File: src/rtl/spu_pkg.sv
// spu_pkg: shared widths, opcodes, instruction fields and pipeline stage types
package spu_pkg;

	localparam int QUAD_W     = 128;
	localparam int WORD_W     = 32;
	localparam int REG_ADDR_W = 7;
	localparam int INST_W     = 32;
	localparam int PAIR_W     = 64;
	localparam int ADDR_W     = 32;
	localparam int IMM_W      = 10;
	localparam int PAIR_BYTES = 8;

	typedef logic [QUAD_W-1:0] quad_t;
	typedef logic [REG_ADDR_W-1:0] reg_addr_t;
	typedef logic [ADDR_W-1:0] addr_t;

	// even class first, then the two quad memory ops
	typedef enum logic [7:0] {
		OP_NOP  = 8'h00,
		OP_ADD  = 8'h01,
		OP_AND  = 8'h02,
		OP_OR   = 8'h03,
		OP_XOR  = 8'h04,
		OP_ADDI = 8'h05,
		OP_STQD = 8'h24,
		OP_LQD  = 8'h34
	} op_e;

	// tail is the immediate, or rb in its top 7 bits
	typedef struct packed {
		op_e             op;
		reg_addr_t       rt;
		reg_addr_t       ra;
		logic [IMM_W-1:0] tail;
	} inst_t;

	typedef struct packed {
		op_e               op;
		reg_addr_t         rt;
		quad_t             ra;
		quad_t             rb;
		logic [WORD_W-1:0] imm;
		logic              wreg;
	} issue_t;

	typedef struct packed {
		logic      wreg;
		reg_addr_t rt;
		quad_t     data;
	} wb_t;

endpackage

File: src/rtl/spu_decode.sv
// spu_decode: pair split, field decode, scoreboard interlock and dual issue
`timescale 1ns/100ps

module spu_decode (
	input  logic                       clk,
	input  logic                       rst_n_i,
	input  logic                       stallreq_fr_cache_i,
	input  logic [spu_pkg::PAIR_W-1:0] pair_i,
	input  spu_pkg::quad_t             ra_data_e_i,
	input  spu_pkg::quad_t             rb_data_e_i,
	input  spu_pkg::quad_t             ra_data_o_i,
	input  spu_pkg::quad_t             rb_data_o_i,
	input  spu_pkg::wb_t               wb_e_i,
	input  spu_pkg::wb_t               wb_o_i,
	output spu_pkg::reg_addr_t         ra_addr_e_o,
	output spu_pkg::reg_addr_t         rb_addr_e_o,
	output spu_pkg::reg_addr_t         ra_addr_o_o,
	output spu_pkg::reg_addr_t         rb_addr_o_o,
	output spu_pkg::issue_t            issue_e_o,
	output spu_pkg::issue_t            issue_o_o,
	output logic                       hold_o
);
	import spu_pkg::*;

	inst_t inst_e;
	inst_t inst_o;
	op_e op_ev;
	op_e op_od;
	reg_addr_t rb_e;
	reg_addr_t rb_o;
	logic use_rb_e;
	logic wr_e;
	logic wr_o;
	logic st_o;
	logic st_q;
	logic src_busy;
	logic dst_busy;
	logic [2**REG_ADDR_W-1:0] busy_q;
	logic [2**REG_ADDR_W-1:0] busy_nxt;

	// low word to the even pipe, high word to the odd pipe
	assign inst_e = inst_t'(pair_i[INST_W-1:0]);
	assign inst_o = inst_t'(pair_i[PAIR_W-1:INST_W]);
	assign rb_e = inst_e.tail[IMM_W-1 -: REG_ADDR_W];
	assign rb_o = inst_o.tail[IMM_W-1 -: REG_ADDR_W];

	// an op in the wrong slot runs as a nop
	always_comb begin
		case (inst_e.op)
			OP_ADD, OP_AND, OP_OR, OP_XOR, OP_ADDI: op_ev = inst_e.op;
			default: op_ev = OP_NOP;
		endcase
		case (inst_o.op)
			OP_LQD, OP_STQD: op_od = inst_o.op;
			default: op_od = OP_NOP;
		endcase
	end

	assign wr_e = (op_ev != OP_NOP);
	assign use_rb_e = wr_e && (op_ev != OP_ADDI);
	assign wr_o = (op_od == OP_LQD);
	assign st_o = (op_od == OP_STQD);

	assign ra_addr_e_o = inst_e.ra;
	assign rb_addr_e_o = rb_e;
	assign ra_addr_o_o = inst_o.ra;
	// a store reads its data register on the second port
	assign rb_addr_o_o = st_o ? inst_o.rt : rb_o;

	assign src_busy = (wr_e && busy_q[inst_e.ra]) || (use_rb_e && busy_q[rb_e]) ||
		((wr_o || st_o) && busy_q[inst_o.ra]) || (st_o && busy_q[inst_o.rt]);
	// a second pending write to one register would be cleared by the first
	assign dst_busy = (wr_e && busy_q[inst_e.rt]) || (wr_o && busy_q[inst_o.rt]);
	// stores are spaced so the memory strobe stays a single-cycle pulse
	assign hold_o = stallreq_fr_cache_i || src_busy || dst_busy || (st_o && st_q);

	always_comb begin
		issue_e_o.op   = hold_o ? OP_NOP : op_ev;
		issue_e_o.rt   = inst_e.rt;
		issue_e_o.ra   = ra_data_e_i;
		issue_e_o.rb   = rb_data_e_i;
		issue_e_o.imm  = {{(WORD_W-IMM_W){inst_e.tail[IMM_W-1]}}, inst_e.tail};
		issue_e_o.wreg = wr_e && !hold_o;
		issue_o_o.op   = hold_o ? OP_NOP : op_od;
		issue_o_o.rt   = inst_o.rt;
		issue_o_o.ra   = ra_data_o_i;
		issue_o_o.rb   = rb_data_o_i;
		issue_o_o.imm  = {{(WORD_W-IMM_W){inst_o.tail[IMM_W-1]}}, inst_o.tail};
		issue_o_o.wreg = wr_o && !hold_o;
	end

	// clear on write back first, so a new mark on the same register wins
	always_comb begin
		busy_nxt = busy_q;
		if (wb_e_i.wreg)
			busy_nxt[wb_e_i.rt] = 1'b0;
		if (wb_o_i.wreg)
			busy_nxt[wb_o_i.rt] = 1'b0;
		if (issue_e_o.wreg)
			busy_nxt[inst_e.rt] = 1'b1;
		if (issue_o_o.wreg)
			busy_nxt[inst_o.rt] = 1'b1;
	end

	always_ff @(posedge clk) begin
		if (!rst_n_i) begin
			busy_q <= '0;
			st_q   <= 1'b0;
		end else begin
			busy_q <= busy_nxt;
			st_q   <= st_o && !hold_o;
		end
	end

endmodule

File: config.mk
export PLATFORM = sky130hd
export DESIGN_NAME = spu_decode
export DESIGN_NICKNAME = d
export VERILOG_FILES = /design/src/rtl/spu_pkg.sv /design/src/rtl/spu_decode.sv
export SDC_FILE = /design/constraint.sdc
export NUM_CORES = 1
export LEC_CHECK = 0
export BUFFER_PORTS_ARGS = -buffer_cell sky130_fd_sc_hd__buf_2
export CORE_AREA = 2 2 573 575
export DETAILED_ROUTE_END_ITERATION = 7
export DIE_AREA = 0 0 575 577
export GPL_TIMING_DRIVEN = 0
export PLACE_DENSITY = 0.3
export SYNTH_ARGS = -nofsm -noshare
export SYNTH_HDL_FRONTEND = slang
export SYNTH_SLANG_ARGS = --single-unit
export TNS_END_PERCENT = 1
File: constraint.sdc
create_clock -name clk -period 3.7 [get_ports clk]
set_input_delay 0.555 -clock clk [delete_from_list [all_inputs] [get_ports clk]]
set_output_delay 0.555 -clock clk [all_outputs]
set_load 0.05 [all_outputs]
-- After elaboration in Yosys (flattened, before gate mapping)
Cells that the tools add are included.
- register bits: 129
- bits in latches: 0
- memory bits (writable): 0
- ROM bits: 0
- input bits: 851
- output and inout port bits: 637
- word-level logic and storage cells: 83
- memories kept: 0
- add/sub/neg operators: 0
- multiply operators: 0
- divide/modulo/power cells: 0
- $lt $le $gt $ge: 11
- equal/unequal tests: 10
- shift operators: 0
- multiplexer cells: 27
- bitwise operators: 6
- reductions and logical operators: 27
- operators by type and width (operator ; number):
    two-way mux 128 bit ; 4
    bitwise AND 128 bit ; 2
    inverter 128 bit ; 2
    bitwise OR 128 bit ; 2
    less-than comparator 7 x 8 -> 1 bit (second input constant) ; 7
    binary-select mux 1 bit (select 7 bit) ; 5
    == test 8 x 6 -> 1 bit (second input constant) ; 4
    two-way mux 8 bit ; 4
    demux 1 bit (select 7 bit) ; 4
    >= comparator 7 x 1 -> 1 bit (second input constant) ; 4
    == test 8 x 2 -> 1 bit (second input constant) ; 2
    == test 8 x 3 -> 1 bit (second input constant) ; 2
    logical AND 1 bit ; 15
    two-way mux 1 bit ; 9
    == test 8 x 1 -> 1 bit (second input constant) ; 1
    logical OR 1 bit ; 8
    inequality test 8 x 3 -> 1 bit (second input constant) ; 1
    nonzero test 8 bit ; 1
    two-way mux 7 bit ; 1
    OR reduction 5 bit ; 1
    OR reduction 2 bit ; 1
    zero test 1 bit ; 1

-- Depth between registers and ports, before layout
Gate-level depths: netlist (run 1).
- depth after elaboration: 17
- mapped depth: 15
- depth with buffers taken out: 10

-- Worst setup path after synthesis (run 1)
Ideal clock, no wire load.
- kind: input port to output port
- start: input port pair_i[10] (netlist bit)
- end: output port issue_o_o[298] (netlist bit)
- arrival: 4077 ps
- data required time: 3145 ps
- setup slack: -932 ps
- stages: 12
- buffers on the path: 3
- cells stage by stage: buf_2 buf_1 buf_2 mux4_2 a22oi_1 a21oi_1 o211ai_1 nand2_1 o21ai_2 and2_1 inv_1 nor2_1
- RTL lines (item ; line ; text):
    start, declared ; spu_decode.sv:8 ; input logic [spu_pkg::PAIR_W-1:0] pair_i,
    end, declared ; spu_decode.sv:20 ; output spu_pkg::issue_t issue_o_o,

==> results.md, run 1 <==
- Along the worst hold path, the cell count comes to 4.
- The remaining global-route overflow is 0.
- The number of ports placed on the die boundary is 1488.
- The top cell type by total area after synthesis is sky130_fd_sc_hd__buf_4.
- The pin count of the biggest net entering global routing is 27.
- After detailed routing, the number of vias per cell comes to 2.969.
- The vertical die dimension is 577 microns.
- The most common cell after layout, fill and taps aside is sky130_fd_sc_hd__buf_2.
- The portion of total power attributed to combinational logic is 49.7%.
- The CTS tree is built.
- In the layout the commonest cells are sky130_fd_sc_hd__buf_2 (686), sky130_fd_sc_hd__buf_4 (669), sky130_fd_sc_hd__nand2_1 (211), sky130_fd_sc_hd__nor2_1 (143), sky130_fd_sc_hd__a21oi_1 (115).
- The HPWL after detailed placement is 124900 microns.
- The number of max-slew violations in the final report was 0.
- Total power for the finished layout comes to 6.382 mW.
- For this configuration, the core starts out at a cell density of 5.409%.
- The endpoint of the worst-slack reg-to-reg timing path is busy_q[49].
- In the global route stage, overall resource usage came out at 8.462%.
- The initial antenna violation count is 53.
- After detailed routing, the average wire length per cell comes to 20.47 microns.
- The number of standard cells after synthesis is 2198.
- The post-route antenna net violation count is 0.
- The final hold violation count is 0.
- Setup repair after global routing could not meet its margin everywhere.
- The worst-case headroom to the max-slew limit is 0.7450%.
- The required time of the worst setup path is 3.14 ns.
- The clock sink count is 129.
- The share of the cycle needed by the critical path after routing is 115.4%.
- The number of non-filler instances in the completed layout is 7334.
- The highest clock rate is 0.2341 GHz.
- The least setup slack across all paths after layout is -0.5709 ns.
- In this run, synthesis produced a sequential element count of 129.
- For this design the ratio of total power to cell area is 225.0 nW/um^2.
- The worst register-to-register path has a depth of 12.
- The critical path is of the reg -> out type.
- The length of the first detailed-routing pass in iterations is 6.
- The number of warnings issued by yosys is 0.
- The via count of the first global-routing pass is 20086.
- The startpoint identified for the worst hold timing path is wb_e_i[128].
- Hold repair after CTS inserted 0 buffers.
- The sink of the worst hold path is busy_q[57].
- The internal power of the cells totals 3.364 mW.
- The number of vias after detailed routing is 21772.
- The peak supply drop is 0.3405 mV.
- Setup violations remaining at the end of the flow were counted as 133.
- The number of buffers created by CTS is 17.
- The number of levels in the clock H-tree is 4.
- The worst hold path belongs to the class in -> reg.
- The most used flip-flop cell after synthesis is sky130_fd_sc_hd__dfxtp_1.
- The reg-to-reg startpoint is busy_q[52].
- The worst clock skew is 0.01084 ns.
- The number of violations reported at the end of detailed-routing iteration 0 is 2266.
- The clock transition at the register clock pins on the worst setup and hold paths after CTS is 0.06 ns.
- The max-capacitance violation count is 1.
- Port buffering added 689 buffers.
- The clock period minus final worst setup slack is 4.271 ns.
- STA classifies the critical path endpoint as an output port.
- For this block, the routed nets add up to 150100 microns of wire.
- The congestion estimate from routability-driven global placement came to 0.9322.
- Registers are responsible for 21.6% of the overall power.
- The die outline width is 575 microns.
- The cell at the root of the clock tree is sky130_fd_sc_hd__clkbuf_16.
- The insertion delay of the later-clocked pin in the worst-skew pair is 0.46 ns.
- The final reports fail on max-capacitance violations, negative setup slack.
- In the post-synthesis netlist, the biggest area contributors are sky130_fd_sc_hd__buf_4 (27%), sky130_fd_sc_hd__dfxtp_1 (15%), sky130_fd_sc_hd__mux4_2 (12%).
- The first global-routing pass estimated 190500 microns of wire.
- The row count is 210.
- For this run, the post-layout net count is 3801.
- The share of cells above drive strength 1 is 56.53%.
- The fraction of post-synthesis cell area in the top cell type by area is 26.75%.
- Counting flops with a built-in enable in the synthesized netlist gives 0.
- The longest clock path from root to sink contains 2 buffers.
- After floorplanning, the core was sized to cover 325800 sq um.
- The power share of the clock group is 28.7%.
- The area of the die is 331800 sq um.
- The run finished, with violations left.
- In this run the mean area of a mapped cell was 8.018 sq um.
- For the worst setup path, the data arrival time is 3.72 ns.
- The count of cell types in the netlist is 71.
- The async set-or-reset flop fraction in the synthesized netlist is 0%.
- The number of design rule violations left after detail routing is 0.
- The switching part of the total power is 47.28%.
- Counting the fill cells in the layout gives 38026.
- The kind of launch point of the worst setup path is a flop.
- Sequential elements use 14.65% of the synthesized area.
- The worst register-to-register path has a setup slack of -0.34 ns.
- The mapped netlist covers 17620 sq um.
- At the pin with the least slew margin, the transition time is 1.477 ns.
- Adding up every negative setup slack in the final design gives -22.36 ns.
- The switching power is 3.017 mW.
- In this run the worst path has a maximum fanout of 6.
- The number of placed instances, taps included, is 7249.
- The area growth from synthesis to layout is 60.93%.
- In this run the static leakage power is 10.68 nW.
## logic make-up after synthesis
family | synth area share [%]
DFF | 14.65
buffers and inverters | 30.16
AOI/OAI and AO/OA | 21.33
other | 0.02128
muxes | 19.17
and+or+nand+nor | 14.66
## flip-flops by register name, indices dropped and copies added (netlist names)
signal and cells:
busy_q 128, st_q 1
## worst max path at each step
stage | startpoint | cells after the start | slack, ns | to
after floorplan | pair_i[50] | 12 | -0.46 | issue_o_o[298]
after global placement | pair_i[5] | 13 | -2.64 | busy_q[19]
after detailed placement | pair_i[5] | 13 | -2.58 | busy_q[19]
after CTS | busy_q[63] | 13 | -0.57 | issue_o_o[298]
after global routing | busy_q[52] | 13 | -0.65 | issue_o_o[301]
final | busy_q[52] | 11 | -0.57 | issue_e_o[297]
## routing by layer
layer / vias to the layer above / GRT usage [%] / share of wire (%)
li1: 9030 / - / -
met1: 10537 / 9.969 / 38
met2: 1899 / 14.75 / 48
met3: 290 / 1.404 / 8.5
met4: 16 / 4.254 / 5.5
met5: - / 0 / 0.069
## repair_timing
item	CTS	global route
pin swaps	17	13
endpoints found under the setup margin	145	137
gates resized for setup	216	49
buffers inserted	17	10
gates cloned	1	0
## Yosys cell counts, types with 18 or more instances
cell / count
sky130_fd_sc_hd__nand2b_1: 27
sky130_fd_sc_hd__o21ai_0: 74
sky130_fd_sc_hd__mux2_2: 34
sky130_fd_sc_hd__mux2i_1: 90
sky130_fd_sc_hd__clkbuf_1: 78
sky130_fd_sc_hd__buf_4: 628
sky130_fd_sc_hd__nor2b_1: 27
sky130_fd_sc_hd__buf_2: 30
sky130_fd_sc_hd__a21oi_1: 116
sky130_fd_sc_hd__nand4_1: 21
sky130_fd_sc_hd__nand2_1: 212
sky130_fd_sc_hd__a221o_1: 24
sky130_fd_sc_hd__nor2_1: 148
sky130_fd_sc_hd__inv_1: 22
sky130_fd_sc_hd__a221oi_1: 102
sky130_fd_sc_hd__mux4_2: 93
sky130_fd_sc_hd__o221ai_1: 45
sky130_fd_sc_hd__nor3_1: 29
sky130_fd_sc_hd__o21ai_1: 32
sky130_fd_sc_hd__dfxtp_1: 129
sky130_fd_sc_hd__a22oi_1: 18
sky130_fd_sc_hd__nand3_1: 24
## power by group through the flow
stage                     sequential, mW  combinational [mW]  clock [mW]
after global placement              1.42                3.13           0
after global routing                1.38                3.27        1.89
after CTS                           1.38                3.18        1.84
after floorplan                     1.42                2.26           0
final                               1.38                3.17        1.83
after detailed placement            1.42                3.11           0
## final cells by class
type                            instances  area [sq um]  share of cell area, %
Antenna cell                           25         62.56                 0.2206
Buffer                                751          5573                  19.65
Clock buffer                           18         439.2                  1.549
Clock inverter                         14         163.9                 0.5779
Inverter                               25         103.9                 0.3662
Multi-Input combinational cell       1302         10070                  35.51
Sequential cell                       129          2654                  9.357
Tap cell                             4346          5438                  19.17
Timing Repair Buffer                  724          3856                  13.60
## stage by stage
stage	util [%]	cell area (sq um)	hold WS (ns)	setup slack (ns)
after CTS	8.640	28150	0.5948	-0.5737
after global routing	8.695	28330	0.6192	-0.6499
after floorplan	-	17730	0.5335	-0.4606
after global placement	8.168	26610	0.7481	-2.637
final	8.705	28360	0.6004	-0.5709
after detailed placement	8.201	26720	0.7434	-2.577
## critical path, cell delays in order (launching register included)
cell and delay, ns:
sky130_fd_sc_hd__dfxtp_4 0.41, sky130_fd_sc_hd__mux4_2 0.48, sky130_fd_sc_hd__mux4_2 0.53, sky130_fd_sc_hd__nand2_2 0.09, sky130_fd_sc_hd__nand4_1 0.19, sky130_fd_sc_hd__a32oi_4 0.37
sky130_fd_sc_hd__nand4_1 0.14, sky130_fd_sc_hd__buf_6 0.17, sky130_fd_sc_hd__o21ai_4 0.14, sky130_fd_sc_hd__and3_4 0.30, sky130_fd_sc_hd__and2_2 0.24, sky130_fd_sc_hd__buf_6 0.17
Note: power is estimated with default switching activity, not from simulation.
==> run 2: changes to the inputs <==
--- a/config.mk
+++ b/config.mk
@@ -9,7 +9,6 @@
 export CORE_AREA = 2 2 573 575
 export DETAILED_ROUTE_END_ITERATION = 7
 export DIE_AREA = 0 0 575 577
-export GPL_TIMING_DRIVEN = 0
 export PLACE_DENSITY = 0.3
 export SYNTH_ARGS = -nofsm -noshare
 export SYNTH_HDL_FRONTEND = slang
==> results.md, run 2 (same netlist as run 1, synthesis figures left out) <==
- The run finished, with violations left.
- The checks that failed: negative setup slack.
- The placement-stage cell area is 22690 sq um.
- For this configuration, the core starts out at a cell density of 5.409%.
- In this run the worst hold path is classified as in -> reg.
- The row count is 210.
- TritonCTS built the clock tree.
- For met1 alone, demand over resource in global routing was 9.153%.
- The capture point of the critical path is hold_o.
- Data on the critical path arrives at its endpoint at 3.97 ns.
- Global routing consumed, on the met3 layer, 3.726% of the routing resources.
- The worst clock skew is 0.01487 ns.
- The required time of the worst setup path is 3.14 ns.
- The cell count along the critical path is 14.
- The number of buffers and inverters on the critical path is 6.
- The reg-to-reg startpoint is busy_q[118].
- Timing analysis after detailed placement gives a worst setup slack of -1.273 ns.
- The standard cell core area is 325800 sq um.
- 1488 I/O pins were placed.
- The number of max-slew violations in the final report came to 0.
- More flip-flops sit in one register than any other, and that register is busy_q.
- In this design, the stage delay of the slowest critical-path cell is 0.58 ns.
- Across all setup checks in the final design, the least slack found is -0.8259 ns.
- The clock transition at the register clock pins on the worst setup and hold paths after CTS is 0.07 ns.
- The max-capacitance violation count is 0.
- In this run the remaining antenna-violating nets after routing total 0.
- Cells fill 7.273% of the core in the end.
- The worst register-to-register path has a setup slack of -0.35 ns.
- The global-route wire length before repair is 192100 microns.
- For this run, global-route usage on met2 was measured as 13.90%.
- For this design, the CTS-stage hold fixing added 0 buffers.
- The floorplan step set the die width to 575 microns.
- The detail-routed via count per cell is 2.808.
- Summed over all layers, the routed wires come to 152300 microns.
- The final hold violation count is 0.
- Once detailed placement completed, the half-perimeter wirelength came to 125300 microns.
- The number of cell instances on the worst register-to-register path is 14.
- In this run, CTS created clock tree buffers numbering 17.
- The area of the die is 331800 sq um.
- The clock drives 129 sinks.
- Entering global routing, the biggest net connects 134 pins.
- The largest registers in the layout are busy_q (128), st_q (1).
- The flip-flop count of the largest register after layout is 128.
- For the worst-skew pair, the clock arrives at the later sink with an insertion delay of 0.47 ns.
- The clock tree synthesis step divided the H-tree into 4 levels.
- In the routed design, unresolved DRC markers number 0.
- The leakage power is 7.494 nW.
- The most common cell after layout, fill and taps aside is sky130_fd_sc_hd__buf_4.
- The register area is 2584 sq um.
- The busiest metal layer after global routing is met2.
- The worst setup path category is in -> out.
- The vertical die dimension is 577 microns.
- In this run the tool buffered the top-level ports with 185 buffer cells.
- The slew at the pin closest to its max-slew limit is 1.063 ns.
- The length of the first detailed-routing pass in iterations is 5.
- Traced cell by cell, the critical path runs through buf_12 -> buf_12 -> mux4_2 -> mux4_2 -> nand2_1 -> nand4_1 -> a32oi_4 -> nand4_1 -> buf_4 -> o21ai_4 -> and2_4 -> clkinvlp_4 -> buf_6 -> buf_8.
- The per-cell routed wire length is 23.53 microns.
- Dividing total power by cell area gives a power density of 202.3 nW/um^2.
- Among all stages on the critical path, the largest delay is contributed by sky130_fd_sc_hd__mux4_2.
- Setup repair after global routing could not meet its margin everywhere.
- In this run the critical register-to-register path is captured at busy_q[50].
- Detailed routing inserted a total of 18178 vias.
- In this run the tightest slew margin relative to its limit is 28.60%.
- STA classifies the critical path startpoint as an input port.
- For this run, the top clock speed supported by timing is 0.2209 GHz.
- Compared with the post-synthesis result, the final layout area differs by 34.46%.
- Summed over all failing endpoints, the final setup total negative slack is -25.61 ns.
- The area occupied by multi-input gates is 9960 sq um.
- The cell at the root of the clock tree is sky130_fd_sc_hd__clkbuf_16.
- After the last flow step, the layout net total stands at 2951.
- In the final layout, the share of cells above drive strength 1 is 39.85%.
- The type of destination of the critical path is an output port.
- For this block, the initial DRC count from the detailed router was 2103.
- The remaining global-route overflow is 0.
- The highest fanout seen on the critical path is 5.
- Tracing the worst setup path back leads to its startpoint at pair_i[4].
- The total power is 4.793 mW.
- The clock period minus final worst setup slack is 4.526 ns.
- The clock passes through at most 2 buffers.
- The via count of the first global-routing pass is 17447.
- Setup violations remaining at the end of the flow were counted as 134.
- The kind of cell adding the most delay to the critical path is multiplexers.
- The number of fillers in the final layout is 38284.
- The initial antenna violation count is 26.
- After layout, the worst path uses 122.3% of the clock period.
- The library cells used most frequently in the layout, excluding fill and tap cells, are sky130_fd_sc_hd__buf_4 (394), sky130_fd_sc_hd__nand2_1 (212), sky130_fd_sc_hd__buf_2 (170), sky130_fd_sc_hd__nor2_1 (146), sky130_fd_sc_hd__dfxtp_1 (128).
- At the end of routability-driven placement, the weighted congestion stood at 0.8905.
- Global routing consumed, over all layers together, 8.775% of the routing resources.
- The peak supply drop is 0.3300 mV.
- With fillers left out, the area of the finished cells amounts to 23700 sq um.
## run 2: cell types whose count changed in the layout (fill, tap and decap cells not counted), moves of 12 or more
| cell | previous run | this run |
|---|---|---|
| sky130_fd_sc_hd__o21ai_0 | 54 | 66 |
| sky130_fd_sc_hd__clkbuf_1 | 53 | 0 |
| sky130_fd_sc_hd__o21ai_1 | 52 | 40 |
| sky130_fd_sc_hd__buf_6 | 30 | 11 |
| sky130_fd_sc_hd__buf_12 | 7 | 45 |
| sky130_fd_sc_hd__dfxtp_4 | 16 | 0 |
| sky130_fd_sc_hd__buf_4 | 669 | 394 |
| sky130_fd_sc_hd__buf_2 | 686 | 170 |
| sky130_fd_sc_hd__dfxtp_1 | 104 | 128 |
## run 2: power breakdown
group / internal [mW] / leakage [nW] / total (mW) / switching, mW
Combinational: 0.429 / 6.13 / 1.39 / 0.958
Clock: 1.23 / 0.322 / 2.02 / 0.792
Sequential: 1.39 / 1.04 / 1.39 / 0.000177
## run 2: layer usage
layer	up-vias	part of all wire (%)	wire length [microns]
li1	7319	-	-
met1	8877	35	52660
met2	1429	45	67890
met3	535	12	18270
met4	18	8.7	13260
met5	-	0.15	235
## run 2: final cells by class
type	instances	area share, %
Clock inverter	14	0.9610
Inverter	25	0.4118
Timing Repair Buffer	625	20.73
Antenna cell	15	0.1584
Clock buffer	18	1.853
Multi-Input combinational cell	1302	42.03
Sequential cell	129	10.90
Tap cell	4346	22.95
## run 2: worst min path at each step
stage	startpoint	to	slack [ns]	cells past startpoint
floorplan	busy_q[58]	busy_q[58]	0.53	2
global placement	busy_q[80]	busy_q[80]	0.64	4
detailed placement	busy_q[80]	busy_q[80]	0.66	4
CTS	wb_e_i[130]	busy_q[57]	0.56	3
global route	wb_e_i[129]	busy_q[57]	0.60	3
finish	wb_e_i[129]	busy_q[57]	0.58	3
## run 2: through the flow
step,std cells,hold slack (ns)
3_3_place_gp,6422,0.6375
2_1_floorplan,2207,0.5335
3_5_place_dp,6422,0.6553
5_1_grt,6461,0.6013
4_1_cts,6459,0.5605
6_report,6474,0.5802
## run 2: timing repair
item	in CTS	in global routing
cloned	1	0
pin swaps	17	2
setup endpoints to repair	137	137
resized for setup	57	4
setup buffers	4	0
## run 2: worst reg2reg max path, delay by kind of cell (launching register included)
kind,cells,cell delay (ns)
buffers and inverters,5,0.94
AO/OA/AOI/OAI,3,0.71
multiplexers,2,1.01
flip-flops,1,0.46
AND/OR/NAND/NOR,4,0.87
